<file path="src/include/ex_settings.svh">
/*
  Execute stage settings
*/
`ifndef EX_SETTINGS_SVH
`define EX_SETTINGS_SVH

// Data path width
`define EX_XLEN 32

// Register file address width
`define EX_RADDR_W 6

// Redundant ALU replicas
`define EX_LANES 3

// Per-lane disagreement counter
`define EX_FCNT_W 8

// Count at which a lane is taken out of the vote
`define EX_FAULT_THRESHOLD 4

// Counter select on the access port
`define EX_CNT_ADDR_W 2

`endif

</file>
<file path="src/source/ex_pkg.sv">
/*
  Execute stage types
*/
`include "ex_settings.svh"

package ex_pkg;

  // ALU operations
  // Compare ops also give the branch condition
  typedef enum logic [3:0] {
    ADD, SUB, AND, OR, XOR,
    SLL, SRL, SRA,
    SLT, SLTU,
    EQ, NE, LT, GE
  } alu_op_e;

  // Multiplier operations
  typedef enum logic [1:0] {
    MUL, MULH, MULHSU, MULHU
  } mult_op_e;

  // High-word product sequencing
  typedef enum logic [1:0] {
    IDLE, HIGH_STEP, DONE
  } mult_state_e;

  // One lane's copy of the ALU request
  typedef struct packed {
    alu_op_e                operator;
    logic [`EX_XLEN-1:0]    operand_a;
    logic [`EX_XLEN-1:0]    operand_b;
  } alu_req_t;

  typedef struct packed {
    mult_op_e               operator;
    logic [`EX_XLEN-1:0]    operand_a;
    logic [`EX_XLEN-1:0]    operand_b;
  } mult_req_t;

  // Voted control from decode
  typedef struct packed {
    logic                   alu_en;
    logic                   mult_en;
    logic                   csr_access;
    logic                   lsu_en;
    logic                   branch_in_ex;
    logic                   regfile_alu_we;
    logic [`EX_RADDR_W-1:0] regfile_alu_waddr;
    logic                   regfile_we;
    logic [`EX_RADDR_W-1:0] regfile_waddr;
    logic [`EX_XLEN-1:0]    jump_target;
  } ex_ctrl_t;

  // Register file write port
  typedef struct packed {
    logic                   we;
    logic [`EX_RADDR_W-1:0] waddr;
    logic [`EX_XLEN-1:0]    wdata;
  } rf_write_t;

  typedef struct packed {
    logic                   err_corrected;
    logic                   err_detected;
    logic [`EX_LANES-1:0]   faulty;
  } tmr_status_t;

endpackage

</file>
<file path="src/source/mult_datapath.sv">
/*
  Multiplier datapath
*/
`include "ex_settings.svh"

module mult_datapath (
  input  logic                clk,
  input  logic                rst_n,
  input  ex_pkg::mult_req_t   req_i,
  input  logic                low_step_i,
  input  logic                high_step_i,
  output logic [`EX_XLEN-1:0] result_o
);

  localparam int XL   = `EX_XLEN;
  localparam int HALF = XL / 2;
  localparam int PW   = XL + HALF + 2;
  localparam int FW   = 2 * XL;

  logic               sign_a;
  logic               sign_b;
  logic signed [XL:0]   a_ext;
  logic signed [HALF:0] b_lo;
  logic signed [HALF:0] b_hi;
  logic signed [PW-1:0] prod_lo;
  logic signed [PW-1:0] prod_hi;
  logic [XL-1:0]        mul_lo;
  logic [FW-1:0]        partial_q;
  logic [FW-1:0]        acc_q;

  // MULH signs both operands and MULHSU only a
  assign sign_a = (req_i.operator == ex_pkg::MULH) || (req_i.operator == ex_pkg::MULHSU);
  assign sign_b = (req_i.operator == ex_pkg::MULH);

  assign a_ext = $signed({sign_a & req_i.operand_a[XL-1], req_i.operand_a});
  // Low half is always unsigned and the high half carries the sign
  assign b_lo  = $signed({1'b0, req_i.operand_b[HALF-1:0]});
  assign b_hi  = $signed({sign_b & req_i.operand_b[XL-1], req_i.operand_b[XL-1:HALF]});

  assign prod_lo = a_ext * b_lo;
  assign prod_hi = a_ext * b_hi;

  // Low word for MUL in one cycle
  assign mul_lo = req_i.operand_a * req_i.operand_b;

  always_ff @(posedge clk or negedge rst_n) begin
    if (!rst_n) begin
      partial_q <= '0;
      acc_q     <= '0;
    end else begin
      if (low_step_i)  partial_q <= FW'(prod_lo);
      // Shifted high partial on top of the stored low partial
      if (high_step_i) acc_q <= partial_q + (FW'(prod_hi) << HALF);
    end
  end

  assign result_o = (req_i.operator == ex_pkg::MUL) ? mul_lo : acc_q[FW-1:XL];

endmodule

</file>
<file path="config.mk">
export PLATFORM = sky130hd
export DESIGN_NAME = mult_datapath
export DESIGN_NICKNAME = d
export VERILOG_FILES = /design/src/source/ex_pkg.sv /design/src/source/mult_datapath.sv
export VERILOG_INCLUDE_DIRS = /design/src /design/src/include
export SDC_FILE = /design/constraint.sdc
export NUM_CORES = 2
export LEC_CHECK = 0
export ABC_AREA = 1
export BUFFER_PORTS_ARGS = -buffer_cell sky130_fd_sc_hd__buf_2
export CAP_MARGIN = 5
export CORE_MARGIN = 2
export CORE_UTILIZATION = 40
export CTS_CLUSTER_DIAMETER = 120
export DETAILED_ROUTE_END_ITERATION = 10
export MAX_ROUTING_LAYER = met4
export SLEW_MARGIN = 20
export SYNTH_ARGS = -nofsm -noshare
export SYNTH_HDL_FRONTEND = slang
export SYNTH_SLANG_ARGS = --single-unit
</file>
<file path="constraint.sdc">
create_clock -name clk -period 7.86 [get_ports clk]
set_clock_uncertainty 0.05 [all_clocks]
set_input_delay 0.393 -clock clk [delete_from_list [all_inputs] [get_ports clk]]
set_output_delay 0.393 -clock clk [all_outputs]
set_load 0.01 [all_outputs]
</file>
==> metrics.yaml <==
r2r-end: "acc_q[54]$_DFFE_PN0P_"
seq_area_um2: 1652
yosysTopAreaCellShare_pct: 47.20
fp.dieH_um: 381.1
grt_max_degree: 66
cts_htree_levels: 3
synth-seq-cells: 66
track_usage_pct: 28.34
final_cell_mix: "2432 x inv_1, 1703 x nand2_1, 1329 x fa_1"
synth_cell_types: 58
avgViaCountPerCell: 4.832
vias: 47530
hold_slack_ns: 0.3642
multi_input_area_um2: 45400
slew_violations: 0
min_path_type: "in -> async"
dp_hpwl_um: 174200
cpLargestDelayFamily: "adder cells"
synth_edf_count: 0
critPathLaunchType: "input port"
critPathKind: "in -> out"
maxCapViolations: 0
die_area_um2: 145200
critical-path-max-stage-delay_ns: 0.55
first_iter_violations: 3176
yosysTopAreaCell: "fa_1"
num_io_pins: 102
nets: 9750
cts_buffer_depth: 2
gp_congestion: 1.011
crit_fanout: 15
crit_slowest_cell: "fa_1"
synthFlopType: "dfrtp_1"
grt_pass1_wl_um: 304600
worst_skew_pair.late_latency_ns: 0.38
period_share_pct: 97.65
gr-total-overflow: 0
final_common_cell: "inv_1"
drive_gt1_share_pct: 12.02
cts_inserted_buffers: 9
fin_area_um2: 65100
synthCells: 7438
remaining_drc_errors: 0
cp_common_cell: "fa_1"
initial_utilization_pct: 40.22
antenna_left: 0
synth_warnings: 0
synth_area_per_cell_um2: 7.647
setup_violations: 0
ys_seq_area_share_pct: 2.904
drt_wl_total_um: 193700
post_drt_wl_per_cell_um: 19.69
synth_area_um2: 56880
startpoint: "req_i[49]"
clock_sinks: 66
fmax_ghz: 0.1303
placed_cell_area_um2: 64050
first_pass_iters: 8
yosys-top-cells-area: "fa_1 47%, inv_1 16%, nand2_1 11%, ha_1 8.8%, dfrtp_1 2.9%"
worst_pin_slew_ns: 1.038
finalHoldViolations: 0
async_flop_share_pct: 100.0
max_slew_margin_pct: 30.81
n_fill_cell: 14230
areaGrowthSynthToFinish_pct: 14.45
required_ns: 7.42
portBuffers: 101
reg2regPathDepth: 11
root_buffer: "clkbuf_16"
r2r_slack_ns: 4.85
r2r-start: "partial_q[49]$_DFFE_PN0P_"
setup_slack_ns: 0.1844
cp.arrival_ns: 7.23
rows: 138
antenna_found_initial: 8
clk_pin_slew_ns: 0.08
cp-end-kind: "output port"
grt_pass1_vias: 51890
cts_tree: "yes"
period_needed_ns: 7.676
cp.buffers_inverters: 14
die_w_um: 381.1
syn-num-nets: 9248
status: "complete, no violations"
pre_cts_ws_ns: -0.8040
core_um2: 141400
Yosys cell counts (8+ instances only):
cell type	n
xor2_1	51
inv_1	2437
nor3_1	22
clkbuf_1	239
xnor2_1	50
nand2_1	1709
nor2_1	295
nand2_2	11
a31oi_1	66
a21oi_1	160
or2_1	13
a21oi_2	8
o21a_1	10
a21o_1	41
nand4_1	24
or2_2	25
fa_1	1341
buf_2	36
o21ai_0	154
o21bai_1	19
dfrtp_1	66
nor4_1	14
nand3_1	152
ha_1	399
o21ai_1	17
metrics by stage:
| step | util, % | TNS (ns) | cells |
|---|---|---|---|
| 2_1_floorplan | - | 0 | 7438 |
| 3_3_place_gp | 45.29 | -6.234 | 9812 |
| 4_1_cts | 45.58 | 0 | 9829 |
| 6_report | 46.04 | 0 | 9838 |
| 3_5_place_dp | 45.29 | -6.035 | 9812 |
| 5_1_grt | 46.04 | -0.05912 | 9838 |
per-layer routing:
metal | global-route usage (%) | vias up | part of all wire [%]
li1 | - | 21990 | -
met1 | 36.33 | 23880 | 42
met2 | 47.24 | 1367 | 48
met3 | 1.965 | 291 | 5.0
met4 | 10.47 | 0 | 4.5
met5 | - | - | 0
registers in the layout, summed over array words and instances (netlist names):
name	count
partial_q	34
acc_q	32
final cells by class:
type / count / share of cell area [%]
timing repair buffer: 773 / 9.492
clock buffer: 9 / 0.3459
sequential: 66 / 2.537
multi-input combinational: 4648 / 69.74
clock inverter: 7 / 0.1537
antenna: 3 / 0.01153
tap: 1890 / 3.632
inverter: 2442 / 14.09
worst max-delay path by stage:
stage               depth (start not counted)  slack [ns]                     to
CTS                                        34       0.009  acc_q[54]$_DFFE_PN0P_
floorplan                                  31        0.57  acc_q[59]$_DFFE_PN0P_
finish                                     30        0.18           result_o[30]
detailed placement                         35       -0.80  acc_q[58]$_DFFE_PN0P_
global route                               36       -0.02  acc_q[58]$_DFFE_PN0P_
global placement                           35       -0.86  acc_q[58]$_DFFE_PN0P_
cells by family after synthesis:
group,after synthesis,synth area share (%)
compound gates,518,5.367
buf+inv,2724,18.11
simple gates,2289,16.10
fa+ha+maj,1740,55.97
xor+xnor,101,1.555
flops,66,2.904
what timing repair did:
action | 4_1_cts | 5_1_grt
hold buffers | 1 | 0
gates cloned | 0 | 1
hold endpoints to repair | 1 | 0
gates resized for setup | 22 | 153
setup endpoints to repair | 16 | 33
pin swaps | 2 | 16
buffers inserted | 0 | 5
Power is not shown: default switching activity piles up to over one toggle a cycle in this logic, so the estimate is an artifact.
