===== config.mk =====
export PLATFORM = sky130hd
export DESIGN_NAME = mult_ctrl
export DESIGN_NICKNAME = d
export VERILOG_FILES = /design/src/source/ex_pkg.sv /design/src/source/mult_ctrl.sv
export VERILOG_INCLUDE_DIRS = /design/src /design/src/include
export SDC_FILE = /design/constraint.sdc
export NUM_CORES = 1
export LEC_CHECK = 0
export BUFFER_PORTS_ARGS = -buffer_cell sky130_fd_sc_hd__buf_2
export CAP_MARGIN = 10
export CELL_PAD_IN_SITES_DETAIL_PLACEMENT = 1
export CELL_PAD_IN_SITES_GLOBAL_PLACEMENT = 2
export CORE_AREA = 2 2 39 41
export CTS_CLUSTER_DIAMETER = 80
export DETAILED_ROUTE_END_ITERATION = 10
export DIE_AREA = 0 0 41 43
export HOLD_SLACK_MARGIN = 0.08
export PLACE_DENSITY_LB_ADDON = 0.1
export SETUP_SLACK_MARGIN = 0.05
export SYNTH_ARGS = -nofsm -noshare
export SYNTH_HDL_FRONTEND = slang
export SYNTH_SLANG_ARGS = --single-unit

===== constraint.sdc =====
create_clock -name clk -period 1.2 [get_ports clk]
set_input_delay 0.12 -clock clk [delete_from_list [all_inputs] [get_ports clk]]
set_output_delay 0.12 -clock clk [all_outputs]
set_load 0.01 [all_outputs]

===== src/include/ex_settings.svh =====
/*
  Execute stage settings
*/
`ifndef EX_SETTINGS_SVH
`define EX_SETTINGS_SVH

// Data path width
`define EX_XLEN 32

// Register file address width
`define EX_RADDR_W 6

// Redundant ALU replicas
`define EX_LANES 3

// Per-lane disagreement counter
`define EX_FCNT_W 8

// Count at which a lane is taken out of the vote
`define EX_FAULT_THRESHOLD 4

// Counter select on the access port
`define EX_CNT_ADDR_W 2

`endif


===== src/source/ex_pkg.sv =====
/*
  Execute stage types
*/
`include "ex_settings.svh"

package ex_pkg;

  // ALU operations
  // Compare ops also give the branch condition
  typedef enum logic [3:0] {
    ADD, SUB, AND, OR, XOR,
    SLL, SRL, SRA,
    SLT, SLTU,
    EQ, NE, LT, GE
  } alu_op_e;

  // Multiplier operations
  typedef enum logic [1:0] {
    MUL, MULH, MULHSU, MULHU
  } mult_op_e;

  // High-word product sequencing
  typedef enum logic [1:0] {
    IDLE, HIGH_STEP, DONE
  } mult_state_e;

  // One lane's copy of the ALU request
  typedef struct packed {
    alu_op_e                operator;
    logic [`EX_XLEN-1:0]    operand_a;
    logic [`EX_XLEN-1:0]    operand_b;
  } alu_req_t;

  typedef struct packed {
    mult_op_e               operator;
    logic [`EX_XLEN-1:0]    operand_a;
    logic [`EX_XLEN-1:0]    operand_b;
  } mult_req_t;

  // Voted control from decode
  typedef struct packed {
    logic                   alu_en;
    logic                   mult_en;
    logic                   csr_access;
    logic                   lsu_en;
    logic                   branch_in_ex;
    logic                   regfile_alu_we;
    logic [`EX_RADDR_W-1:0] regfile_alu_waddr;
    logic                   regfile_we;
    logic [`EX_RADDR_W-1:0] regfile_waddr;
    logic [`EX_XLEN-1:0]    jump_target;
  } ex_ctrl_t;

  // Register file write port
  typedef struct packed {
    logic                   we;
    logic [`EX_RADDR_W-1:0] waddr;
    logic [`EX_XLEN-1:0]    wdata;
  } rf_write_t;

  typedef struct packed {
    logic                   err_corrected;
    logic                   err_detected;
    logic [`EX_LANES-1:0]   faulty;
  } tmr_status_t;

endpackage


===== src/source/mult_ctrl.sv =====
/*
  Multiplier control FSM
*/
`include "ex_settings.svh"

module mult_ctrl (
  input  logic             clk,
  input  logic             rst_n,
  input  logic             en_i,
  input  ex_pkg::mult_op_e op_i,
  input  logic             ex_ready_i,
  output logic             low_step_o,
  output logic             high_step_o,
  output logic             result_valid_o,
  output logic             ready_o,
  output logic             multicycle_o
);

  ex_pkg::mult_state_e state_q;
  ex_pkg::mult_state_e state_d;
  logic                high_op;

  // MULH variants need the extra partial product step
  assign high_op = en_i && (op_i != ex_pkg::MUL);

  always_comb begin
    state_d        = state_q;
    low_step_o     = 1'b0;
    high_step_o    = 1'b0;
    result_valid_o = 1'b0;
    ready_o        = 1'b1;
    multicycle_o   = 1'b0;
    unique case (state_q)
      ex_pkg::IDLE: begin
        if (high_op) begin
          low_step_o   = 1'b1;
          ready_o      = 1'b0;
          multicycle_o = 1'b1;
          state_d      = ex_pkg::HIGH_STEP;
        end else begin
          // Plain MUL finishes in the request cycle
          result_valid_o = en_i;
        end
      end
      ex_pkg::HIGH_STEP: begin
        high_step_o  = 1'b1;
        ready_o      = 1'b0;
        multicycle_o = 1'b1;
        state_d      = ex_pkg::DONE;
      end
      ex_pkg::DONE: begin
        // Hold the upper word until write-back takes it
        result_valid_o = 1'b1;
        if (ex_ready_i) state_d = ex_pkg::IDLE;
      end
      default: state_d = ex_pkg::IDLE;
    endcase
  end

  always_ff @(posedge clk or negedge rst_n) begin
    if (!rst_n) state_q <= ex_pkg::IDLE;
    else        state_q <= state_d;
  end

endmodule


==> flow_metrics.tcl <==
set metrics [dict create \
    top_layer_used "met3" \
    cts_sinks 2 \
    yosysSeqAreaShare 0.392 \
    hpwl_um 301 \
    viasPerCell 3.45 \
    hold_viol_final 0 \
    start_util 0.0922 \
    synth_top_cell_by_area "dfrtp_1" \
    rows 14 \
    hold_end "state_q[1]" \
    pin_count 11 \
    antenna_left 0 \
    numCtsBuffers 3 \
    setup_viol 0 \
    reg2reg_setup_slack_ns 0.35 \
    setup_tns_ns 0 \
    synth_warnings 0 \
    synth_flop_cell "dfrtp_1" \
    status "finished clean" \
    syn-instance-count 13 \
    r2r_cells 2 \
    nNetsFinal 36 \
    finalNonFillerCells 44 \
    final.period_utilization 0.969 \
    core_um2 1380 \
    worst_slew_pin_slew_ns 0.216 \
    startpoint_type "flip-flop" \
    powerDensity_nw_per_um2 1660 \
    drc 0 \
    maxCapViolations 0 \
    arrival_ns 1.04 \
    period_minus_slack_ns 1.16 \
    synth_area_leaders "dfrtp_1, o41ai_2, nor3_1, nor2b_2, o21ai_2" \
    holdPathStages 2 \
    holdCritStartpoint "ex_ready_i" \
    max_freq_mhz 860 \
    r2r-end "state_q[1]" \
    reg2reg_from "state_q[0]" \
    crit_type "flip-flop to output port" \
    die_y_um 43 \
    netlist_area_um2 128 \
    wl_met2_um 211 \
    slowest_delay_ns 0.40 \
    reg_top3 "state_q (2)" \
    diodes 0 \
    async_reset_ff_frac 1.00 \
    wirelength_um 394 \
    fin_ws_ns 0.0370 \
    grt_start_max_net_pins 7 \
    crit_path_end_kind "output port" \
    ctsHtreeMaxLevel 1 \
    worstPathMaxFanout 4 \
    largest_reg_flops 2 \
    drive_gt1_frac 0.679 \
    required_ns 1.08 \
    syn_nets 19 \
    place_congestion 0.570 \
    io_buffers 10 \
    clk_pin_slew_ns 0.03 \
    die_area_um2 1760 \
    n_fill_cell 164 \
    ctsRootBufferMaster "clkbuf_4" \
    avgSynthCellArea_um2 9.82 \
    ir_drop_mv 0.502 \
    post-place-ws_ns 0.158 \
    grt_util_all_layers 0.0522 \
    dp_cells 39 \
    ys_types 10 \
    synth_top_area_share 0.392 \
    final_area_um2 246 \
    clock_latency_ns 0.23 \
    grt_pass1_vias 157 \
    vias 152 \
    grt_overflow 0 \
    synth_seq_cells 2 \
    cts_tree "yes" \
    cpMaxStageDelayCell "dfrtp_1" \
    m1WireLength_um 151 \
    dr.first_iter.drc_count 0 \
    largest-register "state_q" \
    grt_setup_unrepaired "yes" \
    met3_length_um 31 \
    clock_skew_ns 0.00340 \
    synth-edff-count 0 \
    dr.pass1.iters 1 \
    synthToLayoutAreaGrowth_pct 93.1 \
    slew_violations 0 \
    path_cells "nand2b_1, o41ai_2, buf_2" \
    leakage_nw 0.127 \
    grt_first_pass_wirelength_um 572 \
    synthTopCellsByCount "dfrtp_1, inv_1, nor3_1" \
    die_x_um 41 \
    slew_headroom 0.855 \
    antenna_found_initial 0 \
    wl_per_cell_um 8.95 \
    min_path_type "input port to flip-flop" \
    place_area_um2 198 \
    ctsLongestPathBuffers 2 \
]
-- worst max path at each step --
| stage | start | to | slack, ns | depth (start not counted) |
|---|---|---|---|---|
| global placement | state_q[0] | result_valid_o | 0.17 | 2 |
| CTS | state_q[0] | result_valid_o | 0.01 | 3 |
| finish | state_q[0] | result_valid_o | 0.04 | 3 |
| floorplan | state_q[0] | result_valid_o | 0.26 | 1 |
| global route | state_q[0] | result_valid_o | -0.05 | 3 |
| detailed placement | state_q[0] | result_valid_o | 0.16 | 2 |
-- cells in the final DEF, fill, tap and decap left out --
master          n
buf_2          10
clkbuf_4        3
dfrtp_1         2
o21ai_2         1
nor3_2          1
nor2b_2         1
inv_1           1
nand2b_1        1
o41ai_2         1
inv_2           1
a21o_1          1
a21oi_1         1
o21bai_1        1
nor3_1          1
dlygate4sd3_1   1
buf_6           1
-- power breakdown --
group / total (mW) / switching, mW / internal [mW] / leakage (nW)
sequential: 0.109 / 0.0253 / 0.0832 / 0.0259
clock: 0.150 / 0.0394 / 0.110 / 0.0138
combinational: 0.150 / 0.0707 / 0.0795 / 0.0875
-- cell families (layout without fill, tap and decap cells) --
kind of cell / count (synthesis) / count (layout) / share of synthesized area
AOI/OAI and AO/OA: 5 / 5 / 0.353
and+or+nand+nor: 4 / 4 / 0.196
DFF: 2 / 2 / 0.392
buffers and inverters: 2 / 17 / 0.0588
-- timing repair --
action | in CTS | in global routing
buffers inserted | 1 | 0
pin swaps | 2 | 0
hold buffers | 1 | 0
resized for setup | 3 | 0
endpoints found under the setup margin | 3 | 4
hold endpoints to repair | 2 | 0
-- metrics by stage --
step	total power [mW]	util	hold slack [ns]
final	0.408	0.178	0.0898
after global routing	0.447	0.178	0.104
after CTS	0.427	0.178	0.0910
after detailed placement	0.246	0.143	-0.0932
after global placement	0.243	0.143	-0.0943
after floorplan	0.182	-	-0.176
-- routing by layer --
| metal | global-route usage | up-vias |
|---|---|---|
| met5 | 0 | - |
| met1 | 0.0513 | 70 |
| li1 | - | 77 |
| met3 | 0.0157 | 0 |
| met4 | 0.0600 | 0 |
| met2 | 0.0750 | 5 |
-- worst max-delay path: cells and delay by family (launching register included) --
| family | cells | cell delay [ns] |
|---|---|---|
| AOI/OAI and AO/OA | 1 | 0.06 |
| buffers and inverters | 1 | 0.17 |
| DFF | 1 | 0.40 |
| and+or+nand+nor | 1 | 0.18 |
-- cell type report --
| cell class | count | area [um2] | area share |
|---|---|---|---|
| Inverter | 2 | 7.51 | 0.0305 |
| Sequential cell | 2 | 50.0 | 0.203 |
| Tap cell | 16 | 20.0 | 0.0812 |
| Timing Repair Buffer | 12 | 71.3 | 0.289 |
| Clock buffer | 3 | 22.5 | 0.0914 |
| Multi-Input combinational cell | 9 | 75.1 | 0.305 |
No activity file was read; power rests on OpenSTA's default activity.
