==> src/include/ex_settings.svh <==
/*
  Execute stage settings
*/
`ifndef EX_SETTINGS_SVH
`define EX_SETTINGS_SVH

// Data path width
`define EX_XLEN 32

// Register file address width
`define EX_RADDR_W 6

// Redundant ALU replicas
`define EX_LANES 3

// Per-lane disagreement counter
`define EX_FCNT_W 8

// Count at which a lane is taken out of the vote
`define EX_FAULT_THRESHOLD 4

// Counter select on the access port
`define EX_CNT_ADDR_W 2

`endif

==> src/source/ex_pkg.sv <==
/*
  Execute stage types
*/
`include "ex_settings.svh"

package ex_pkg;

  // ALU operations
  // Compare ops also give the branch condition
  typedef enum logic [3:0] {
    ADD, SUB, AND, OR, XOR,
    SLL, SRL, SRA,
    SLT, SLTU,
    EQ, NE, LT, GE
  } alu_op_e;

  // Multiplier operations
  typedef enum logic [1:0] {
    MUL, MULH, MULHSU, MULHU
  } mult_op_e;

  // High-word product sequencing
  typedef enum logic [1:0] {
    IDLE, HIGH_STEP, DONE
  } mult_state_e;

  // One lane's copy of the ALU request
  typedef struct packed {
    alu_op_e                operator;
    logic [`EX_XLEN-1:0]    operand_a;
    logic [`EX_XLEN-1:0]    operand_b;
  } alu_req_t;

  typedef struct packed {
    mult_op_e               operator;
    logic [`EX_XLEN-1:0]    operand_a;
    logic [`EX_XLEN-1:0]    operand_b;
  } mult_req_t;

  // Voted control from decode
  typedef struct packed {
    logic                   alu_en;
    logic                   mult_en;
    logic                   csr_access;
    logic                   lsu_en;
    logic                   branch_in_ex;
    logic                   regfile_alu_we;
    logic [`EX_RADDR_W-1:0] regfile_alu_waddr;
    logic                   regfile_we;
    logic [`EX_RADDR_W-1:0] regfile_waddr;
    logic [`EX_XLEN-1:0]    jump_target;
  } ex_ctrl_t;

  // Register file write port
  typedef struct packed {
    logic                   we;
    logic [`EX_RADDR_W-1:0] waddr;
    logic [`EX_XLEN-1:0]    wdata;
  } rf_write_t;

  typedef struct packed {
    logic                   err_corrected;
    logic                   err_detected;
    logic [`EX_LANES-1:0]   faulty;
  } tmr_status_t;

endpackage

==> src/source/tmr_voter.sv <==
/*
  TMR majority voter
*/
`include "ex_settings.svh"

module tmr_voter (
  input  logic [`EX_LANES-1:0][`EX_XLEN-1:0] result_i,
  input  logic [`EX_LANES-1:0]               cmp_i,
  input  logic                               alu_en_i,
  input  logic [`EX_LANES-1:0]               faulty_i,
  output logic [`EX_XLEN-1:0]                result_o,
  output logic                               cmp_o,
  output logic [`EX_LANES-1:0]               mismatch_o,
  output ex_pkg::tmr_status_t                status_o
);

  localparam int LANE_W = $clog2(`EX_LANES);

  logic [`EX_XLEN-1:0]  maj_result;
  logic                 maj_cmp;
  logic [`EX_LANES-1:0] bad;
  logic [LANE_W-1:0]    lane_a;
  logic [LANE_W-1:0]    lane_b;
  logic                 pair_mode;

  // Bitwise majority over three lanes
  assign maj_result = (result_i[0] & result_i[1]) | (result_i[0] & result_i[2]) |
                      (result_i[1] & result_i[2]);
  assign maj_cmp    = (cmp_i[0] & cmp_i[1]) | (cmp_i[0] & cmp_i[2]) | (cmp_i[1] & cmp_i[2]);

  always_comb begin
    for (int i = 0; i < `EX_LANES; i++) begin
      bad[i] = (result_i[i] != maj_result) | (cmp_i[i] != maj_cmp);
    end
  end

  // Healthy lanes left over when one lane is out
  always_comb begin
    pair_mode = 1'b1;
    lane_a    = '0;
    lane_b    = LANE_W'(1);
    unique case (faulty_i)
      3'b001:  begin lane_a = LANE_W'(1); lane_b = LANE_W'(2); end
      3'b010:  lane_b = LANE_W'(2);
      3'b100:  lane_b = LANE_W'(1);
      default: pair_mode = 1'b0;
    endcase
  end

  always_comb begin
    result_o   = maj_result;
    cmp_o      = maj_cmp;
    mismatch_o = '0;
    status_o   = '0;
    if (faulty_i == '0) begin
      // One lane outvoted gets counted
      if ($onehot(bad)) begin
        status_o.err_corrected = alu_en_i;
        mismatch_o             = bad & {`EX_LANES{alu_en_i}};
      end else if (|bad) begin
        status_o.err_detected = alu_en_i;
      end
    end else if (pair_mode) begin
      // Two lanes left so only detection is possible
      result_o = result_i[lane_a];
      cmp_o    = cmp_i[lane_a];
      if ((result_i[lane_a] != result_i[lane_b]) || (cmp_i[lane_a] != cmp_i[lane_b])) begin
        status_o.err_detected = alu_en_i;
      end
    end else begin
      // Down to a single lane
      for (int i = `EX_LANES-1; i >= 0; i--) begin
        if (!faulty_i[i]) begin
          result_o = result_i[i];
          cmp_o    = cmp_i[i];
        end
      end
    end
  end

endmodule

==> config.mk <==
export PLATFORM = sky130hd
export DESIGN_NAME = tmr_voter
export DESIGN_NICKNAME = d
export VERILOG_FILES = /design/src/source/ex_pkg.sv /design/src/source/tmr_voter.sv
export VERILOG_INCLUDE_DIRS = /design/src /design/src/include
export SDC_FILE = /design/constraint.sdc
export NUM_CORES = 1
export LEC_CHECK = 0
export BUFFER_PORTS_ARGS = -buffer_cell sky130_fd_sc_hd__buf_2
export CORE_ASPECT_RATIO = 0.75
export CORE_MARGIN = 8
export CORE_UTILIZATION = 55
export DETAILED_ROUTE_END_ITERATION = 7
export PLACE_DENSITY = 0.85
export SLEW_MARGIN = 20
export SYNTH_ARGS = -nofsm -noshare
export SYNTH_HDL_FRONTEND = slang
export SYNTH_SLANG_ARGS = --single-unit
==> constraint.sdc <==
create_clock -name vclk -period 9.5
set_input_delay 0.95 -clock vclk [all_inputs]
set_output_delay 0.95 -clock vclk [all_outputs]
set_load 0.03 [all_outputs]
==> metrics.md <==
| Metric | Value |
|---|---|
| GR Util met2 | 0.4109 |
| DR iter-0 viols | 1,164 |
| Adder-cell area share of the yosys netlist | 0.003813 |
| Failing checks | design-rule violations |
| Yosys cell types | 62 |
| Post-DP HPWL | 14,730 um |
| Commonest non-fill, non-tap cells in the layout | buf_2 (141), nor2_1 (88), o22ai_1 (69) |
| Total number of yosys warnings | 0 |
| Actual slew at the worst max-slew pin | 0.9215 ns |
| Gate Count Post-Synth | 877 |
| Minimum clock period | 5.364 ns |
| Max Cap Violations | 0 |
| Setup Crit Path Kind | primary input to primary output |
| Wire length of the first global-routing pass | 30,550 um |
| CP Cell Sequence | buf_2 > nor2b_4 > a2111oi_0 > nand4_1 > or4_1 > nor3_2 > inv_1 > fa_1 > nor2b_1 > nand4_1 > nor2_1 > buf_2 |
| Sequential element share of the synthesized area | 0 |
| Drt pass-1 iters | 8 |
| Crit-path slowest cell | a2111oi_0 |
| Filler cells | 939 |
| Critical Path End | mismatch_o[2] |
| Setup TNS | 0 ns |
| Slew Limit Fails | 0 |
| Hold Buf Count CTS | 0 |
| Remaining antenna violation count | 0 |
| Critical path capture point type | primary output |
| Mean Syn Cell Area | 5.986 um^2 |
| Die span in y | 100.6 um |
| Mapped cell area | 5250 um^2 |
| CLK BUF | 0 |
| Critical-path maximum fanout | 9 |
| Pwr Total | 326.0 uW |
| Total grt overflow | 0 |
| WP data arrival | 4.41 ns |
| Area Overhead vs Synth | 7.984% |
| P_leak | 0.002279 uW |
| Initial Util | 0.5547 |
| Crit path launch type | primary input |
| Met1 Resource Use GR | 0.3964 |
| DRC viols | 1 |
| Post-CTS setup buffer count | 0 |
| Num sequential | 0 |
| Ratio of final minimum period to clock period | 0.5647 |
| Finish-stage setup viols | 0 |
| Grt met3 use | 0.06871 |
| Global Route Usage Sum | 0.2829 |
| Vias/cell | 6.876 |
| Hold WS | 2.337 ns |
| Largest family of logic cells by synthesized area | compound AO/OA/AOI/OAI gates |
| P per Cell Area | 57.50 nW/um^2 |
| Chip width | 128.8 um |
| Largest stage delay, worst path | 0.83 ns |
| Synth Area in Compound Gates | 0.4049 |
| Fmax | 186.4 MHz |
| IO Pins | 144 |
| WL/cell | 19.06 um |
| Die ar. | 12,960 um^2 |
| GR peak layer | met2 |
| RSZ-0062 raised after global routing | no |
| WL final | 19,720 um |
| Placed Cells incl. Taps | 1,033 |
| Endpoints failing hold | 0 |
| Initial antenna violation count | 1 |
| Sequential cell area | 0 um^2 |
| Multi-input gate area | 4487 um^2 |
| Final Worst Setup Slack | 4.136 ns |
| Synth Area in XOR/XNOR | 0.05481 |
| Synth Area in Simple Gates | 0.3816 |
| Via count | 7,117 |
| Share of cells above drive strength 1 | 0.1996 |
| Cts repair resizes | 0 |
| Finished Layout Cells | 1,035 |
| Nets@finish | 1,008 |
| Worst IR Drop VDD | 0.03832 mV |
| Portion of netlist area occupied by mux cells | 0.001907 |
| Min-Delay Path Class | primary input to primary output |
| CP Launch Point | result_i[89] |
| FP Rows | 31 |
| Core area | 9464 um^2 |
| RD Place Congestion | 1.008 |
| Vias in the first global route | 5,995 |
| Pre-CTS WS | 4.186 ns |
| Commonest non-fill, non-tap cell in the layout | buf_2 |
| CP required | 8.55 ns |
| Max-slew headroom | 0.3698 |
| Outcome | finished, violations left |
| IO Port Bufs | 141 |
| Largest net degree at the start of global routing | 51 |
## worst min-delay path by stage
stage / start / end / cells after the start / slack, ns
after global placement: alu_en_i / status_o[3] / 3 / 2.33
after detailed placement: alu_en_i / status_o[3] / 3 / 2.33
after global routing: alu_en_i / status_o[3] / 3 / 2.36
final: alu_en_i / status_o[3] / 3 / 2.34
after floorplan: result_i[4] / result_o[4] / 2 / 2.12
after CTS: alu_en_i / status_o[3] / 3 / 2.34
## cell families after synthesis
family | count (synthesis)
fa+ha+maj | 1
simple gates | 347
other cells | 1
compound gates | 308
mux | 1
buf+inv | 187
xor+xnor | 32
## where the power goes
| group | total [uW] | internal, uW | switching [uW] | leakage [uW] |
|---|---|---|---|---|
| registers | 0 | 0 | 0 | 0 |
| clock network | 0.0000141 | 0.0000141 | 0 | 0.00000000634 |
| logic | 326 | 114 | 212 | 0.00228 |
## cell usage after synthesis (8+ instances only)
library cell	n	area share
nand3_1	10	0.0095
a22oi_1	14	0.020
and3b_1	11	0.018
o21ai_0	65	0.062
or3b_2	8	0.013
clkbuf_1	78	0.056
nor2_1	88	0.063
nor4_1	17	0.020
a2111oi_0	8	0.013
nor3_1	11	0.010
xor2_1	24	0.040
nand2b_1	37	0.044
nor2b_1	20	0.024
nand4_1	21	0.025
inv_1	59	0.042
a221oi_1	19	0.032
o22ai_1	69	0.082
o32ai_1	9	0.015
nor3b_1	50	0.071
and3_1	8	0.0095
a21oi_1	24	0.023
nand2_1	34	0.024
a211oi_1	51	0.073
nand3b_1	10	0.014
buf_2	34	0.032
## critical path: cells and delay by family
kind            cells  cell delay, ns
compound gates      1            0.83
fa+ha+maj           1            0.50
buf+inv             3            0.46
simple gates        7            1.68
## per-stage QoR
step                        util  cell area, um^2
final                     0.5990             5669
after global routing      0.5990             5669
after CTS                 0.5966             5647
after detailed placement  0.5966             5647
after global placement    0.5966             5647
after floorplan                -             5258
## per-layer routing
metal | vias up | part of all wire
met3 | 68 | 0.16
met1 | 3166 | 0.40
met4 | 0 | 0.034
li1 | 3295 | -
met2 | 588 | 0.41
met5 | - | 0
## final cells by class
class              instances  share of cell area
diodes                     1           0.0004414
inverters                 59             0.03906
multi-input cells        692              0.7914
well taps                132             0.02913
repair buffers           151              0.1399
Note: power is estimated with default switching activity, not from simulation.
