### config.mk
export PLATFORM = sky130hd
export DESIGN_NAME = alu_lane
export DESIGN_NICKNAME = d
export VERILOG_FILES = /design/src/source/ex_pkg.sv /design/src/source/alu_lane.sv
export VERILOG_INCLUDE_DIRS = /design/src /design/src/include
export SDC_FILE = /design/constraint.sdc
export NUM_CORES = 1
export LEC_CHECK = 0
export BUFFER_PORTS_ARGS = -buffer_cell sky130_fd_sc_hd__buf_2
export CORE_MARGIN = 5
export CORE_UTILIZATION = 55
export DETAILED_ROUTE_END_ITERATION = 12
export PLACE_DENSITY = 0.77
export SLEW_MARGIN = 10
export SYNTH_ARGS = -nofsm -noshare
export SYNTH_HDL_FRONTEND = slang
export SYNTH_SLANG_ARGS = --single-unit
### constraint.sdc
create_clock -name vclk -period 11.5
set_input_delay 1.725 -clock vclk [all_inputs]
set_output_delay 1.725 -clock vclk [all_outputs]
set_load 0.05 [all_outputs]
### src/include/ex_settings.svh
/*
  Execute stage settings
*/
`ifndef EX_SETTINGS_SVH
`define EX_SETTINGS_SVH

// Data path width
`define EX_XLEN 32

// Register file address width
`define EX_RADDR_W 6

// Redundant ALU replicas
`define EX_LANES 3

// Per-lane disagreement counter
`define EX_FCNT_W 8

// Count at which a lane is taken out of the vote
`define EX_FAULT_THRESHOLD 4

// Counter select on the access port
`define EX_CNT_ADDR_W 2

`endif

### src/source/ex_pkg.sv
/*
  Execute stage types
*/
`include "ex_settings.svh"

package ex_pkg;

  // ALU operations
  // Compare ops also give the branch condition
  typedef enum logic [3:0] {
    ADD, SUB, AND, OR, XOR,
    SLL, SRL, SRA,
    SLT, SLTU,
    EQ, NE, LT, GE
  } alu_op_e;

  // Multiplier operations
  typedef enum logic [1:0] {
    MUL, MULH, MULHSU, MULHU
  } mult_op_e;

  // High-word product sequencing
  typedef enum logic [1:0] {
    IDLE, HIGH_STEP, DONE
  } mult_state_e;

  // One lane's copy of the ALU request
  typedef struct packed {
    alu_op_e                operator;
    logic [`EX_XLEN-1:0]    operand_a;
    logic [`EX_XLEN-1:0]    operand_b;
  } alu_req_t;

  typedef struct packed {
    mult_op_e               operator;
    logic [`EX_XLEN-1:0]    operand_a;
    logic [`EX_XLEN-1:0]    operand_b;
  } mult_req_t;

  // Voted control from decode
  typedef struct packed {
    logic                   alu_en;
    logic                   mult_en;
    logic                   csr_access;
    logic                   lsu_en;
    logic                   branch_in_ex;
    logic                   regfile_alu_we;
    logic [`EX_RADDR_W-1:0] regfile_alu_waddr;
    logic                   regfile_we;
    logic [`EX_RADDR_W-1:0] regfile_waddr;
    logic [`EX_XLEN-1:0]    jump_target;
  } ex_ctrl_t;

  // Register file write port
  typedef struct packed {
    logic                   we;
    logic [`EX_RADDR_W-1:0] waddr;
    logic [`EX_XLEN-1:0]    wdata;
  } rf_write_t;

  typedef struct packed {
    logic                   err_corrected;
    logic                   err_detected;
    logic [`EX_LANES-1:0]   faulty;
  } tmr_status_t;

endpackage

### src/source/alu_lane.sv
/*
  ALU replica
*/
`include "ex_settings.svh"

module alu_lane (
  input  ex_pkg::alu_req_t    req_i,
  output logic [`EX_XLEN-1:0] result_o,
  output logic                cmp_o
);

  localparam int SHAMT_W = $clog2(`EX_XLEN);

  logic                sub;
  logic [`EX_XLEN-1:0] b_mux;
  logic [`EX_XLEN:0]   adder;
  logic [SHAMT_W-1:0]  shamt;
  logic                eq;
  logic                lt_s;
  logic                lt_u;

  // Single adder shared by add, sub and all compares
  assign sub   = (req_i.operator != ex_pkg::ADD);
  assign b_mux = sub ? ~req_i.operand_b : req_i.operand_b;
  assign adder = {1'b0, req_i.operand_a} + {1'b0, b_mux} + {{`EX_XLEN{1'b0}}, sub};

  assign shamt = req_i.operand_b[SHAMT_W-1:0];

  // No carry out of a - b means a < b unsigned
  assign eq   = (req_i.operand_a == req_i.operand_b);
  assign lt_u = ~adder[`EX_XLEN];
  // Sign bits differ so a is smaller when it is negative
  assign lt_s = (req_i.operand_a[`EX_XLEN-1] != req_i.operand_b[`EX_XLEN-1]) ?
                req_i.operand_a[`EX_XLEN-1] : adder[`EX_XLEN-1];

  // Comparison bit for branches and set-less-than
  always_comb begin
    unique case (req_i.operator)
      ex_pkg::EQ:              cmp_o = eq;
      ex_pkg::NE:              cmp_o = ~eq;
      ex_pkg::LT, ex_pkg::SLT: cmp_o = lt_s;
      ex_pkg::GE:              cmp_o = ~lt_s;
      ex_pkg::SLTU:            cmp_o = lt_u;
      default:                 cmp_o = 1'b0;
    endcase
  end

  always_comb begin
    unique case (req_i.operator)
      ex_pkg::ADD, ex_pkg::SUB: result_o = adder[`EX_XLEN-1:0];
      ex_pkg::AND:              result_o = req_i.operand_a & req_i.operand_b;
      ex_pkg::OR:               result_o = req_i.operand_a | req_i.operand_b;
      ex_pkg::XOR:              result_o = req_i.operand_a ^ req_i.operand_b;
      ex_pkg::SLL:              result_o = req_i.operand_a << shamt;
      ex_pkg::SRL:              result_o = req_i.operand_a >> shamt;
      ex_pkg::SRA:              result_o = $signed(req_i.operand_a) >>> shamt;
      // Set and branch compares return the bit zero extended
      default:                  result_o = {{(`EX_XLEN-1){1'b0}}, cmp_o};
    endcase
  end

endmodule

==> run_results.csv <==
group,metric,value,unit
floorplanning,std_cell_rows,42,
critical_path,critPathMaxStageDelay,0.58,ns
cells_and_area,num-clock-buffers,0,
critical_path,setup.worst_path.class,"in -> out",
grt,grt-ovfl-total,0,
grt,grt_max_degree,76,
hold_path,hold_class,"in -> out",
placed_design,pre_cts_ws,3.83,ns
route,via_count,8694,
critical_path,critPathRequiredTime,9.78,ns
placed_design,hpwl,22.4,mm
hold_path,whs_endpoint,"cmp_o",
route,drt-pass1-iter-count,7,
logic_synthesis,netlist-cell-type-count,65,
floorplanning,dieWidth,127,um
logic_synthesis,synthesis.area,0.00747,mm^2
placed_design,place.gp.congestion,1.08,
timing,hold_viol_final,0,
logic_synthesis,syn_nets,1250,
power,leakagePower,3.69,nW
grt,grt_pass1_wl,43.7,mm
cells_and_area,final_cell_count_no_fill,1289,
cells_and_area,antennaDiodeCount,0,
route,wl,28.6,mm
route,wl_per_cell,22.2,um
floorplanning,dieHeight,127,um
job,drv_cap,0,
logic_synthesis,postSynthAreaPerCell,6.90,um^2
critical_path,critPathLaunchType,"input port",
route,routed_via_density,6.74,
logic_synthesis,ys_seq_area_share,0,%
critical_path,cp_num_buf_inv,5,
timing,period_share,67.7,%
grt,antenna_found_initial,0,
route,drtAntennaViolNets,0,
timing,grt_setup_unrepaired,"no",
critical_path,cp_top_family,"compound AO/OA/AOI/OAI gates",
hold_path,hold_depth,3,
critical_path,slowest_stage,"buf_4",
clocking,cts_resized,0,
timing,final.setup.tns,0,ns
hold_path,hp-start,"req_i[67]",
grt,grt_usage,33.5,%
timing,max_freq,128,MHz
placed_design,port_buffers,101,
floorplanning,io_pins,101,
logic_synthesis,yosys_warnings,0,
placed_design,dp_cells,1289,
cells_and_area,register_area,0,um^2
cells_and_area,nets,1283,
route,drc_errors,0,
timing,min_period,7.79,ns
critical_path,cp-end-kind,"output pin",
logic_synthesis,synthCells,1082,
grt,grt_pass1_vias,7922,
cells_and_area,area_delta_synth_final,7.02,%
cells_and_area,seq_cell_count,0,
critical_path,crit_chain,"buf_2 > buf_4 > clkinv_1 > buf_4 > mux2i_1 > fa_1 > a211oi_1 > o21bai_1 > o41a_1 > a311o_1 > a21oi_1 > o221ai_1 > mux2i_1 > o21ai_0 > buf_2",
timing,worst_pin_slew,1.04,ns
cells_and_area,drive_gt1_share,15.5,%
floorplanning,die-area,0.0160,mm^2
floorplanning,start_util,56.2,%
run_status,status,"complete, no violations",
power,p_per_area,57.9,mW/mm^2
critical_path,path_max_fanout,71,
route,drt_iter0_markers,944,
clocking,postCtsSetupBuffers,0,
critical_path,path_depth,15,
power,irDropWorstVdd,0.0607,mV
timing,fin_ws,3.71,ns
critical_path,arrival,6.06,ns
timing,slew_headroom,30.1,%
clocking,postCtsHoldBufs,0,
floorplanning,placeableCoreArea,0.0133,mm^2
timing,drv_slew,0,
timing,setup_viol,0,
-- power by group --
part	leakage (nW)	internal (mW)	total, mW	switching (mW)
Clock	0	0	0	0
Sequential	0	0	0	0
Combinational	3.69	0.162	0.463	0.300
-- layer usage --
layer / vias up / GRT usage (%) / share of wire [%]
li1: 4077 / - / -
met1: 4023 / 45.5 / 42
met2: 498 / 53.5 / 44
met3: 96 / 3.87 / 8.7
met4: 0 / 14.1 / 5.8
met5: - / 0 / 0
-- logic make-up after synthesis --
family	synth area share (%)
mux	18.8
fa+ha+maj	16.8
buf+inv	8.09
compound gates	30.6
xor+xnor	6.68
simple gates	19.0
-- area by class of cell --
type	count	area [um^2]
Multi-Input combinational cell	923	6880
Tap cell	176	220
Fill cell	1368	5300
Inverter	76	285
Timing Repair Buffer	114	606
-- how the worst max path moves through the flow --
stage	startpoint	end	slack, ns
global placement	req_i[0]	result_o[28]	3.90
floorplan	req_i[1]	result_o[30]	3.51
global route	req_i[0]	result_o[30]	3.43
detailed placement	req_i[0]	result_o[30]	3.83
CTS	req_i[0]	result_o[30]	3.82
finish	req_i[0]	result_o[30]	3.71
-- Yosys cell counts, drive strengths merged (4+ instances only) --
cell type | instances | area (um^2)
o21bai | 5 | 37.5
mux4 | 17 | 383
o311a | 4 | 40.0
o211ai | 22 | 165
o221ai | 5 | 43.8
nand3 | 9 | 45.0
xnor2 | 48 | 420
o21a | 6 | 45.0
nor2 | 126 | 473
nand4 | 8 | 50.1
a21oi | 77 | 385
nand2 | 80 | 300
or3 | 10 | 62.6
nor4 | 13 | 96.3
a221o | 9 | 90.1
o2111ai | 4 | 35.0
and2 | 10 | 62.6
a221oi | 26 | 228
a22oi | 5 | 37.5
buf | 23 | 93.8
a31oi | 14 | 87.6
o21ai | 84 | 420
mux2 | 31 | 349
xor2 | 9 | 78.8
a211o | 6 | 52.6
a21o | 16 | 120
nor3b | 4 | 30.0
o22ai | 4 | 25.0
inv | 73 | 274
and3 | 13 | 81.3
ha | 99 | 1240
clkbuf | 60 | 225
a31o | 4 | 35.0
nor2b | 6 | 37.5
nor3 | 19 | 95.1
mux2i | 67 | 671
a211oi | 21 | 158
-- metrics by stage --
| step | total power, mW | hold WS, ns | utilization [%] | cell area [um^2] |
|---|---|---|---|---|
| 2_1_floorplan | 0.326 | 3.91 | - | 7470 |
| 3_3_place_gp | 0.447 | 3.96 | 60.1 | 8000 |
| 3_5_place_dp | 0.450 | 3.98 | 60.1 | 8000 |
| 4_1_cts | 0.452 | 3.98 | 60.1 | 8000 |
| 5_1_grt | 0.495 | 4.00 | 60.1 | 8000 |
| 6_report | 0.463 | 3.99 | 60.1 | 8000 |
-- cells in the final DEF (no fill, tap or decap), drive strengths merged, types with 4 or more instances in the layout --
| cell type | n |
|---|---|
| o311a | 4 |
| a21o | 16 |
| buf | 114 |
| and3 | 13 |
| and2 | 10 |
| o221ai | 5 |
| inv | 73 |
| o21bai | 5 |
| a31o | 4 |
| nand4 | 8 |
| a211o | 6 |
| mux2i | 67 |
| a22oi | 5 |
| a221oi | 26 |
| a221o | 9 |
| a21oi | 77 |
| nor3 | 19 |
| a31oi | 14 |
| or3 | 10 |
| o211ai | 22 |
| nand2 | 80 |
| o2111ai | 4 |
| nor2 | 126 |
| xnor2 | 48 |
| a211oi | 21 |
| nor4 | 13 |
| o21a | 6 |
| nor3b | 4 |
| nand3 | 9 |
| ha | 99 |
| nor2b | 6 |
| o22ai | 4 |
| mux2 | 31 |
| mux4 | 17 |
| xor2 | 9 |
| o21ai | 84 |
(Power assumes the default switching activity.)
