$ cat config.mk
export PLATFORM = sky130hd
export DESIGN_NAME = fault_counter
export DESIGN_NICKNAME = d
export VERILOG_FILES = /design/src/source/fault_counter.sv
export VERILOG_INCLUDE_DIRS = /design/src /design/src/include
export SDC_FILE = /design/constraint.sdc
export NUM_CORES = 1
export LEC_CHECK = 0
export ABC_AREA = 1
export BUFFER_PORTS_ARGS = -buffer_cell sky130_fd_sc_hd__clkbuf_2
export CORE_ASPECT_RATIO = 1.25
export CORE_UTILIZATION = 40
export DETAILED_ROUTE_END_ITERATION = 6
export GPL_TIMING_DRIVEN = 1
export HOLD_SLACK_MARGIN = 0.1
export PLACE_DENSITY_LB_ADDON = 0.12
export SYNTH_ARGS = -nofsm -noshare
export SYNTH_HDL_FRONTEND = slang
export SYNTH_SLANG_ARGS = --single-unit
$ cat constraint.sdc
create_clock -name clk -period 1.2 [get_ports clk]
set_input_delay 0.24 -clock clk [delete_from_list [all_inputs] [get_ports clk]]
set_output_delay 0.24 -clock clk [all_outputs]
set_load 0.005 [all_outputs]
$ cat src/include/ex_settings.svh
/*
  Execute stage settings
*/
`ifndef EX_SETTINGS_SVH
`define EX_SETTINGS_SVH

// Data path width
`define EX_XLEN 32

// Register file address width
`define EX_RADDR_W 6

// Redundant ALU replicas
`define EX_LANES 3

// Per-lane disagreement counter
`define EX_FCNT_W 8

// Count at which a lane is taken out of the vote
`define EX_FAULT_THRESHOLD 4

// Counter select on the access port
`define EX_CNT_ADDR_W 2

`endif

$ cat src/source/fault_counter.sv
/*
  Lane fault counters
*/
`include "ex_settings.svh"

module fault_counter (
  input  logic                      clk,
  input  logic                      rst_n,
  input  logic [`EX_LANES-1:0]      mismatch_i,
  input  logic [`EX_CNT_ADDR_W-1:0] cnt_addr_i,
  input  logic                      cnt_we_i,
  input  logic [`EX_FCNT_W-1:0]     cnt_wdata_i,
  output logic [`EX_FCNT_W-1:0]     cnt_rdata_o,
  output logic [`EX_LANES-1:0]      faulty_o
);

  logic [`EX_LANES-1:0][`EX_FCNT_W-1:0] cnt_q;

  for (genvar g = 0; g < `EX_LANES; g++) begin : g_lane

    logic sel;
    logic sat;

    assign sel = cnt_we_i && (cnt_addr_i == `EX_CNT_ADDR_W'(g));
    // Stop at all ones instead of wrapping back to zero
    assign sat = &cnt_q[g];

    always_ff @(posedge clk or negedge rst_n) begin
      if (!rst_n) begin
        cnt_q[g] <= '0;
      end else if (sel) begin
        // Software write wins over a mismatch in the same cycle
        cnt_q[g] <= cnt_wdata_i;
      end else if (mismatch_i[g] && !sat) begin
        cnt_q[g] <= cnt_q[g] + 1'b1;
      end
    end

    // Lane out of the vote while at or over threshold
    // Writing a lower count brings it back
    assign faulty_o[g] = (cnt_q[g] >= `EX_FCNT_W'(`EX_FAULT_THRESHOLD));

  end

  // Unused selects read as zero
  assign cnt_rdata_o = (cnt_addr_i < `EX_LANES) ? cnt_q[cnt_addr_i] : '0;

endmodule

==> impl_summary.txt, run 1 <==
----------------------------------------------------
[Worst setup path]
  WP data required ... 0.96 ns
  Arrival time at the worst endpoint ... 1.22 ns
  Worst setup path category ... flop to output port
  Nature of the critical path startpoint ... flop
  CP Capture Type ... output port
  Maximum fanout along the worst path ... 2

[Drt]
  Iteration-0 DRC count of the detailed router ... 136
  Final WL ... 6.67 mm
  Number of vias in the routed layout ... 2391
  Count of TritonRoute iterations in the first routing pass ... 4
  Antenna Nets Post-Route ... 0
  Total DRC errors in the routed layout ... 0
  Routed wirelength normalized by instance count ... 14.3 um
  Average vias per placed instance ... 5.14

[Floorplan]
  Die area ... 5370 um2
  Row count ... 28
  DIE WIDTH ... 65.8 um
  Die outline height ... 81.7 um
  Initial Utilization ... 42.3%
  Ports ... 27
  Area of the placeable core ... 4800 um2

[Outcome]
  Violations in the final reports ... negative setup slack
  Run status ... finished, violations left

[Final layout]
  Number of flip-flops under the largest register name ... 24
  Regs by FF count ... cnt_q (24)
  Final std cells w/o fill ... 465
  Final non-filler cell area ... 3310 um2
  Fill cell total of the finished layout ... 383
  Layout net count ... 428
  Area added between synthesis and finish ... 62.8%
  Count of antenna diodes in the layout ... 0
  Top register by number of flip-flops ... cnt_q
  Layout cells sized above 1 ... 56.8%

[STA]
  Relative slew slack ... 71.2%
  Final worst path period need ... 1.46 ns
  Final worst-path setup slack ... -0.264 ns
  Final number of hold-violating endpoints ... 0
  Actual slew at the worst max-slew pin ... 0.430 ns
  Peak clock frequency supported by timing ... 0.683 GHz
  Final worst path period share ... 122%
  Setup repair after global routing missed its margin ... yes
  Final-report max-slew violation count ... 0
  Post-Route Hold Slack ... 0.222 ns
  Worst-case clock skew ... 0.00167 ns
  Final-report setup violation count ... 35
  Total Negative Setup Slacks ... -4.37 ns

[Clock network]
  Clock Pin Slew Worst Setup and Hold Paths ... 0.09 ns
  Clock tree from TritonCTS ... done
  Root Buffer ... sky130_fd_sc_hd__clkbuf_8
  Number of H-tree levels ... 1
  Number of sinks on the clock net ... 24
  Maximum clock path buffer count ... 2
  Skew-Pair Late Insertion Delay ... 0.27 ns
  CTS Buf Count ... 3

[Synthesis]
  Number of synthesis warnings ... 0
  Cell count after synthesis ... 301
  Post-Syn Area ... 2030 um2
  Synthesized net count ... 323
  Sequential-to-total area share from yosys stat ... 29.6%
  Distinct cell type count of the synthesized netlist ... 27
  Synth Area per Inst ... 6.75 um2
  Synthesized flop and latch total ... 24

[Worst hold path]
  Worst min path class ... primary input to flop

[GRT]
  Largest net degree at the start of global routing ... 25
  Number of antenna violations at the first check in global routing ... 0
  Global-route usage over all layers ... 25.9%
  Via count of the first global-routing pass ... 2253
  Global-route wire length before repair ... 10.5 mm
  Grt ovf ... 0

[Placed design]
  Post-detail-place hpwl ... 4.54 mm
  Input/output buffers ... 26
  Placed cell area ... 2500 um2
  Post-Place Cells ... 421
  Final GP Congestion ... 0.887

[Power]
  Pwr per Cell Area ... 1500 nW/um2
  Power consumption ... 4.97 mW
  Peak ir drop on the vdd network ... 1.05 mV
  Leakage power total ... 1.72 nW

[Run]
  Max Cap Viol ... 0

----------------------------------------------------
## report_power, final
group / switching [mW] / internal, mW / total (mW)
clock network: 0.291 / 0.294 / 0.585
logic: 1.53 / 1.59 / 3.12
registers: 0.225 / 1.04 / 1.26
total: 2.05 / 2.92 / 4.97
## cells in the final DEF, fill, tap and decap left out, types with 2 or more instances in the layout
cell,count
sky130_fd_sc_hd__dfrtp_2,6
sky130_fd_sc_hd__nor2_2,3
sky130_fd_sc_hd__o21ai_1,7
sky130_fd_sc_hd__nand2_4,11
sky130_fd_sc_hd__nand4_1,5
sky130_fd_sc_hd__nand3_2,14
sky130_fd_sc_hd__dfrtp_1,18
sky130_fd_sc_hd__nand3_4,2
sky130_fd_sc_hd__nor2_1,6
sky130_fd_sc_hd__nand2_1,78
sky130_fd_sc_hd__ha_1,3
sky130_fd_sc_hd__nand3_1,28
sky130_fd_sc_hd__nand2_8,4
sky130_fd_sc_hd__o21ai_0,4
sky130_fd_sc_hd__nor2_4,6
sky130_fd_sc_hd__buf_2,6
sky130_fd_sc_hd__xor2_1,2
sky130_fd_sc_hd__o221ai_2,8
sky130_fd_sc_hd__inv_2,17
sky130_fd_sc_hd__buf_6,20
sky130_fd_sc_hd__clkbuf_2,20
sky130_fd_sc_hd__buf_4,58
sky130_fd_sc_hd__o21ai_2,15
sky130_fd_sc_hd__inv_4,5
sky130_fd_sc_hd__clkbuf_8,4
sky130_fd_sc_hd__ha_4,2
sky130_fd_sc_hd__nand2_2,24
sky130_fd_sc_hd__inv_1,22
## timing repair
item | 4_1_cts | 5_1_grt
hold endpoints to repair | 24 | 0
setup buffers | 28 | 11
pin swaps | 21 | 24
gates cloned | 1 | 0
hold buffers | 1 | 0
resized for setup | 59 | 73
endpoints found under the setup margin | 35 | 35
## final timing paths
check	endpoint	cells past startpoint	from	slack, ns
worst max-delay path	cnt_rdata_o[0]	5	cnt_q[8]	-0.26
worst min-delay path	cnt_q[18]	3	cnt_wdata_i[2]	0.22
worst max register to register	cnt_q[2]	8	cnt_q[1]	-0.16
worst min register to register	cnt_q[10]	2	cnt_q[10]	0.58
max in group asynchronous	cnt_q[22]	3	rst_n	0.43
min in group asynchronous	cnt_q[11]	3	rst_n	0.48
## through the flow
stage	util (%)	setup WS, ns
after floorplan	-	-0.00846
after global placement	52.0	-0.114
after detailed placement	52.0	-0.130
after CTS	62.7	-0.240
after global routing	68.9	-0.349
final	68.9	-0.264
## cell type report
type                    count  area [um2]  area share (%)
inverters                  46         190            5.75
repair buffers            105         801            24.2
well taps                  60        75.1            2.27
clock buffers               4        55.1            1.66
flip-flops and latches     24         608            18.4
multi-input cells         226        1580            47.7
## per-layer routing
layer | global-route usage, % | part of all wire [%]
met1 | 30.6 | 40
met4 | 9.35 | 1.9
met2 | 47.9 | 54
met3 | 2.36 | 3.6
met5 | 0 | 0
## cell families (layout without fill, tap and decap cells)
family                     count (synthesis)  in the layout  synth area share [%]
AOI/OAI and AO/OA                         34             34                  12.1
adders and majority gates                  6              6                  3.69
DFF                                       24             24                  29.6
xor gates and xnor gates                   2              2                 0.862
and+or+nand+nor                          183            184                  42.5
buffers and inverters                     52            155                  11.3
## Yosys cell counts (all sizes together)
| library cell | count | area (um2) |
|---|---|---|
| nor3 | 1 | 5.00 |
| nor4 | 2 | 12.5 |
| nor2 | 15 | 73.8 |
| inv | 45 | 171 |
| o21ai | 26 | 175 |
| nand2 | 116 | 500 |
| o221ai | 8 | 70.1 |
| clkinv | 1 | 3.75 |
| nand4 | 5 | 31.3 |
| xor2 | 2 | 17.5 |
| ha | 6 | 75.1 |
| dfrtp | 24 | 601 |
| nand3 | 44 | 240 |
| buf | 5 | 50.0 |
| clkbuf | 1 | 5.00 |
## critical path: stages, from the launching register on
cell	delay, ns
sky130_fd_sc_hd__dfrtp_1	0.39
sky130_fd_sc_hd__buf_6	0.12
sky130_fd_sc_hd__inv_4	0.03
sky130_fd_sc_hd__buf_6	0.10
sky130_fd_sc_hd__o221ai_2	0.16
sky130_fd_sc_hd__buf_2	0.14
(Power assumes the default switching activity.)
==> run 2, diff against run 1 <==
--- a/config.mk
+++ b/config.mk
@@ -14,6 +14,7 @@
 export GPL_TIMING_DRIVEN = 1
 export HOLD_SLACK_MARGIN = 0.1
 export PLACE_DENSITY_LB_ADDON = 0.12
+export RECOVER_POWER = 100
 export SYNTH_ARGS = -nofsm -noshare
 export SYNTH_HDL_FRONTEND = slang
 export SYNTH_SLANG_ARGS = --single-unit
==> impl_summary.txt, run 2 (synthesis gave the netlist of run 1 again) <==
----------------------------------------------------
[STA]
  Setup repair after global routing missed its margin ... yes
  Final number of hold-violating endpoints ... 0 (unchanged)
  Worst-case clock skew ... 0.00167 ns (unchanged)
  Relative slew slack ... 59.2% (-12 points)
  Final-report setup violation count ... 35 (unchanged)
  Final-report max-slew violation count ... 0 (unchanged)
  Peak clock frequency supported by timing ... 0.683 GHz (unchanged)
  Final worst path period share ... 122% (unchanged)
  Post-Route Hold Slack ... 0.222 ns (unchanged)
  Final worst path period need ... 1.46 ns (unchanged)
  Total Negative Setup Slacks ... -4.37 ns (unchanged)
  Final worst-path setup slack ... -0.264 ns (unchanged)
  Actual slew at the worst max-slew pin ... 0.611 ns (+0.181 ns)

[Final layout]
  Commonest non-fill, non-tap cell in the layout ... sky130_fd_sc_hd__nand2_1
  Regs by FF count ... cnt_q (24)
  Layout cells sized above 1 ... 56.8% (unchanged)
  Number of flip-flops under the largest register name ... 24 (unchanged)
  Layout net count ... 428 (unchanged)
  Final core utilization ... 68.9% (about the same)
  Final std cells w/o fill ... 465 (unchanged)
  Final non-filler cell area ... 3310 um2 (about the same)
  Count of antenna diodes in the layout ... 0 (unchanged)
  Commonest cells after routing, fill and taps aside ... 78 x sky130_fd_sc_hd__nand2_1, 57 x sky130_fd_sc_hd__buf_4, 28 x sky130_fd_sc_hd__nand3_1
  Area added between synthesis and finish ... 62.7% (about the same)
  Top register by number of flip-flops ... cnt_q
  Fill cell total of the finished layout ... 384 (+0.26%)

[Placed design]
  Post-Place Cells ... 421 (unchanged)
  Post-detail-place hpwl ... 4.54 mm (unchanged)
  Final GP Congestion ... 0.887 (unchanged)
  Place WS ... -0.130 ns (unchanged)
  Input/output buffers ... 26 (unchanged)
  Placed cell area ... 2500 um2 (unchanged)

[Worst setup path]
  Nature of the critical path startpoint ... flop
  Maximum fanout along the worst path ... 2 (unchanged)
  CP peak stage delay ... 0.39 ns (about the same)
  Reg2Reg Depth ... 8 (unchanged)
  WP data required ... 0.96 ns (about the same)
  Cells traversed along the worst timing path ... buf_6 -> inv_4 -> buf_6 -> o221ai_2 -> buf_2
  CP Capture Type ... output port
  Worst setup path category ... flop to output port
  Most Frequent Cell on Critical Path ... sky130_fd_sc_hd__buf_6
  Arrival time at the worst endpoint ... 1.22 ns (about the same)
  Critical path's slowest cell ... sky130_fd_sc_hd__dfrtp_1

[Power]
  Switching Fraction ... 41.2% (about the same)
  Peak ir drop on the vdd network ... 1.05 mV (about the same)
  Internal power of the cells ... 2.92 mW (about the same)
  Power consumption ... 4.97 mW (about the same)
  Share of total power in the clock network ... 11.8% (about the same)
  Sw Pwr ... 2.05 mW (about the same)
  Pwr per Cell Area ... 1500 nW/um2 (about the same)
  Leakage power total ... 1.72 nW (about the same)
  Logic pwr share ... 62.8% (about the same)
  Sequential share of power ... 25.4% (about the same)

[Drt]
  Final WL ... 6.67 mm (about the same)
  Iteration-0 DRC count of the detailed router ... 136 (unchanged)
  Routed wirelength normalized by instance count ... 14.3 um (about the same)
  Average vias per placed instance ... 5.14 (unchanged)
  Count of TritonRoute iterations in the first routing pass ... 4 (unchanged)
  Number of vias in the routed layout ... 2391 (unchanged)
  Antenna Nets Post-Route ... 0 (unchanged)
  Total DRC errors in the routed layout ... 0 (unchanged)

[GRT]
  Global-route wire length before repair ... 10.5 mm (unchanged)
  Global-route usage over all layers ... 25.9% (unchanged)
  Via count of the first global-routing pass ... 2253 (unchanged)
  Number of antenna violations at the first check in global routing ... 0 (unchanged)
  Grt ovf ... 0 (unchanged)
  Largest net degree at the start of global routing ... 25 (unchanged)

[Worst hold path]
  Hold Path Cell Cnt ... 3 (unchanged)
  Worst min path class ... primary input to flop

[Clock network]
  Number of sinks on the clock net ... 24 (unchanged)
  Skew-Pair Late Insertion Delay ... 0.27 ns (about the same)
  Root Buffer ... sky130_fd_sc_hd__clkbuf_8
  Clock Pin Slew Worst Setup and Hold Paths ... 0.09 ns (about the same)
  CTS Buf Count ... 3 (unchanged)
  Maximum clock path buffer count ... 2 (unchanged)
  Number of H-tree levels ... 1 (unchanged)
  Clock tree from TritonCTS ... done

[Floorplan]
  Row count ... 28 (unchanged)
  Die area ... 5370 um2 (unchanged)
  Die outline height ... 81.7 um (unchanged)
  DIE WIDTH ... 65.8 um (unchanged)
  Initial Utilization ... 42.3% (unchanged)
  Area of the placeable core ... 4800 um2 (unchanged)
  Ports ... 27 (unchanged)

[Outcome]
  Run status ... finished, violations left
  Violations in the final reports ... negative setup slack

[Run]
  Max Cap Viol ... 0 (unchanged)

----------------------------------------------------
==> run 2: cell counts in the layout (fill, tap and decap cells not counted) <==
Identical to the previous run, type by type.
==> run 2: timing repair <==
action                                 in CTS  in global routing
cloned                                      1                  0
pin swaps                                  21                 24
setup buffers                              28                 11
endpoints found under the hold margin      24                  0
setup endpoints to repair                  35                 35
hold buffers                                1                  0
gates resized for setup                    59                 73
==> run 2: routing by layer <==
metal	up-vias	wire length, um	part of all wire, %	track usage (%)
met5	-	0	0	0
met4	0	124	1.9	9.35
met3	13	240	3.6	2.36
met2	58	3600	54	47.9
met1	1136	2700	40	30.6
li1	1184	-	-	-
==> run 2: critical path: cells and delay by family, from the launching register on <==
kind | cells | cell delay [ns]
AO/OA/AOI/OAI | 1 | 0.16
buffers and inverters | 4 | 0.39
flip-flops | 1 | 0.39
==> run 2: area by class of cell <==
class	instances	area (um2)	area share [%]
repair buffers	105	798	24.1
multi-input cells	226	1580	47.8
flip-flops and latches	24	608	18.4
well taps	60	75.1	2.27
clock buffers	4	55.1	1.67
inverters	46	190	5.75
==> run 2: final timing paths <==
| check | startpoint | endpoint | slack [ns] |
|---|---|---|---|
| worst min-delay path | cnt_wdata_i[2] | cnt_q[18] | 0.22 |
| max in group asynchronous | rst_n | cnt_q[22] | 0.18 |
| min in group asynchronous | rst_n | cnt_q[11] | 0.58 |
| worst max register to register | cnt_q[1] | cnt_q[2] | -0.16 |
| worst min register to register | cnt_q[10] | cnt_q[10] | 0.58 |
| worst max-delay path | cnt_q[8] | cnt_rdata_o[0] | -0.26 |
==> run 2: power by group through the flow <==
stage | sequential, mW | clock (mW) | combinational [mW]
floorplan | 1.25 | 0 | 1.11
global placement | 1.29 | 0 | 1.91
detailed placement | 1.29 | 0 | 1.93
CTS | 1.23 | 0.590 | 2.70
global route | 1.29 | 0.622 | 3.39
finish | 1.26 | 0.585 | 3.12
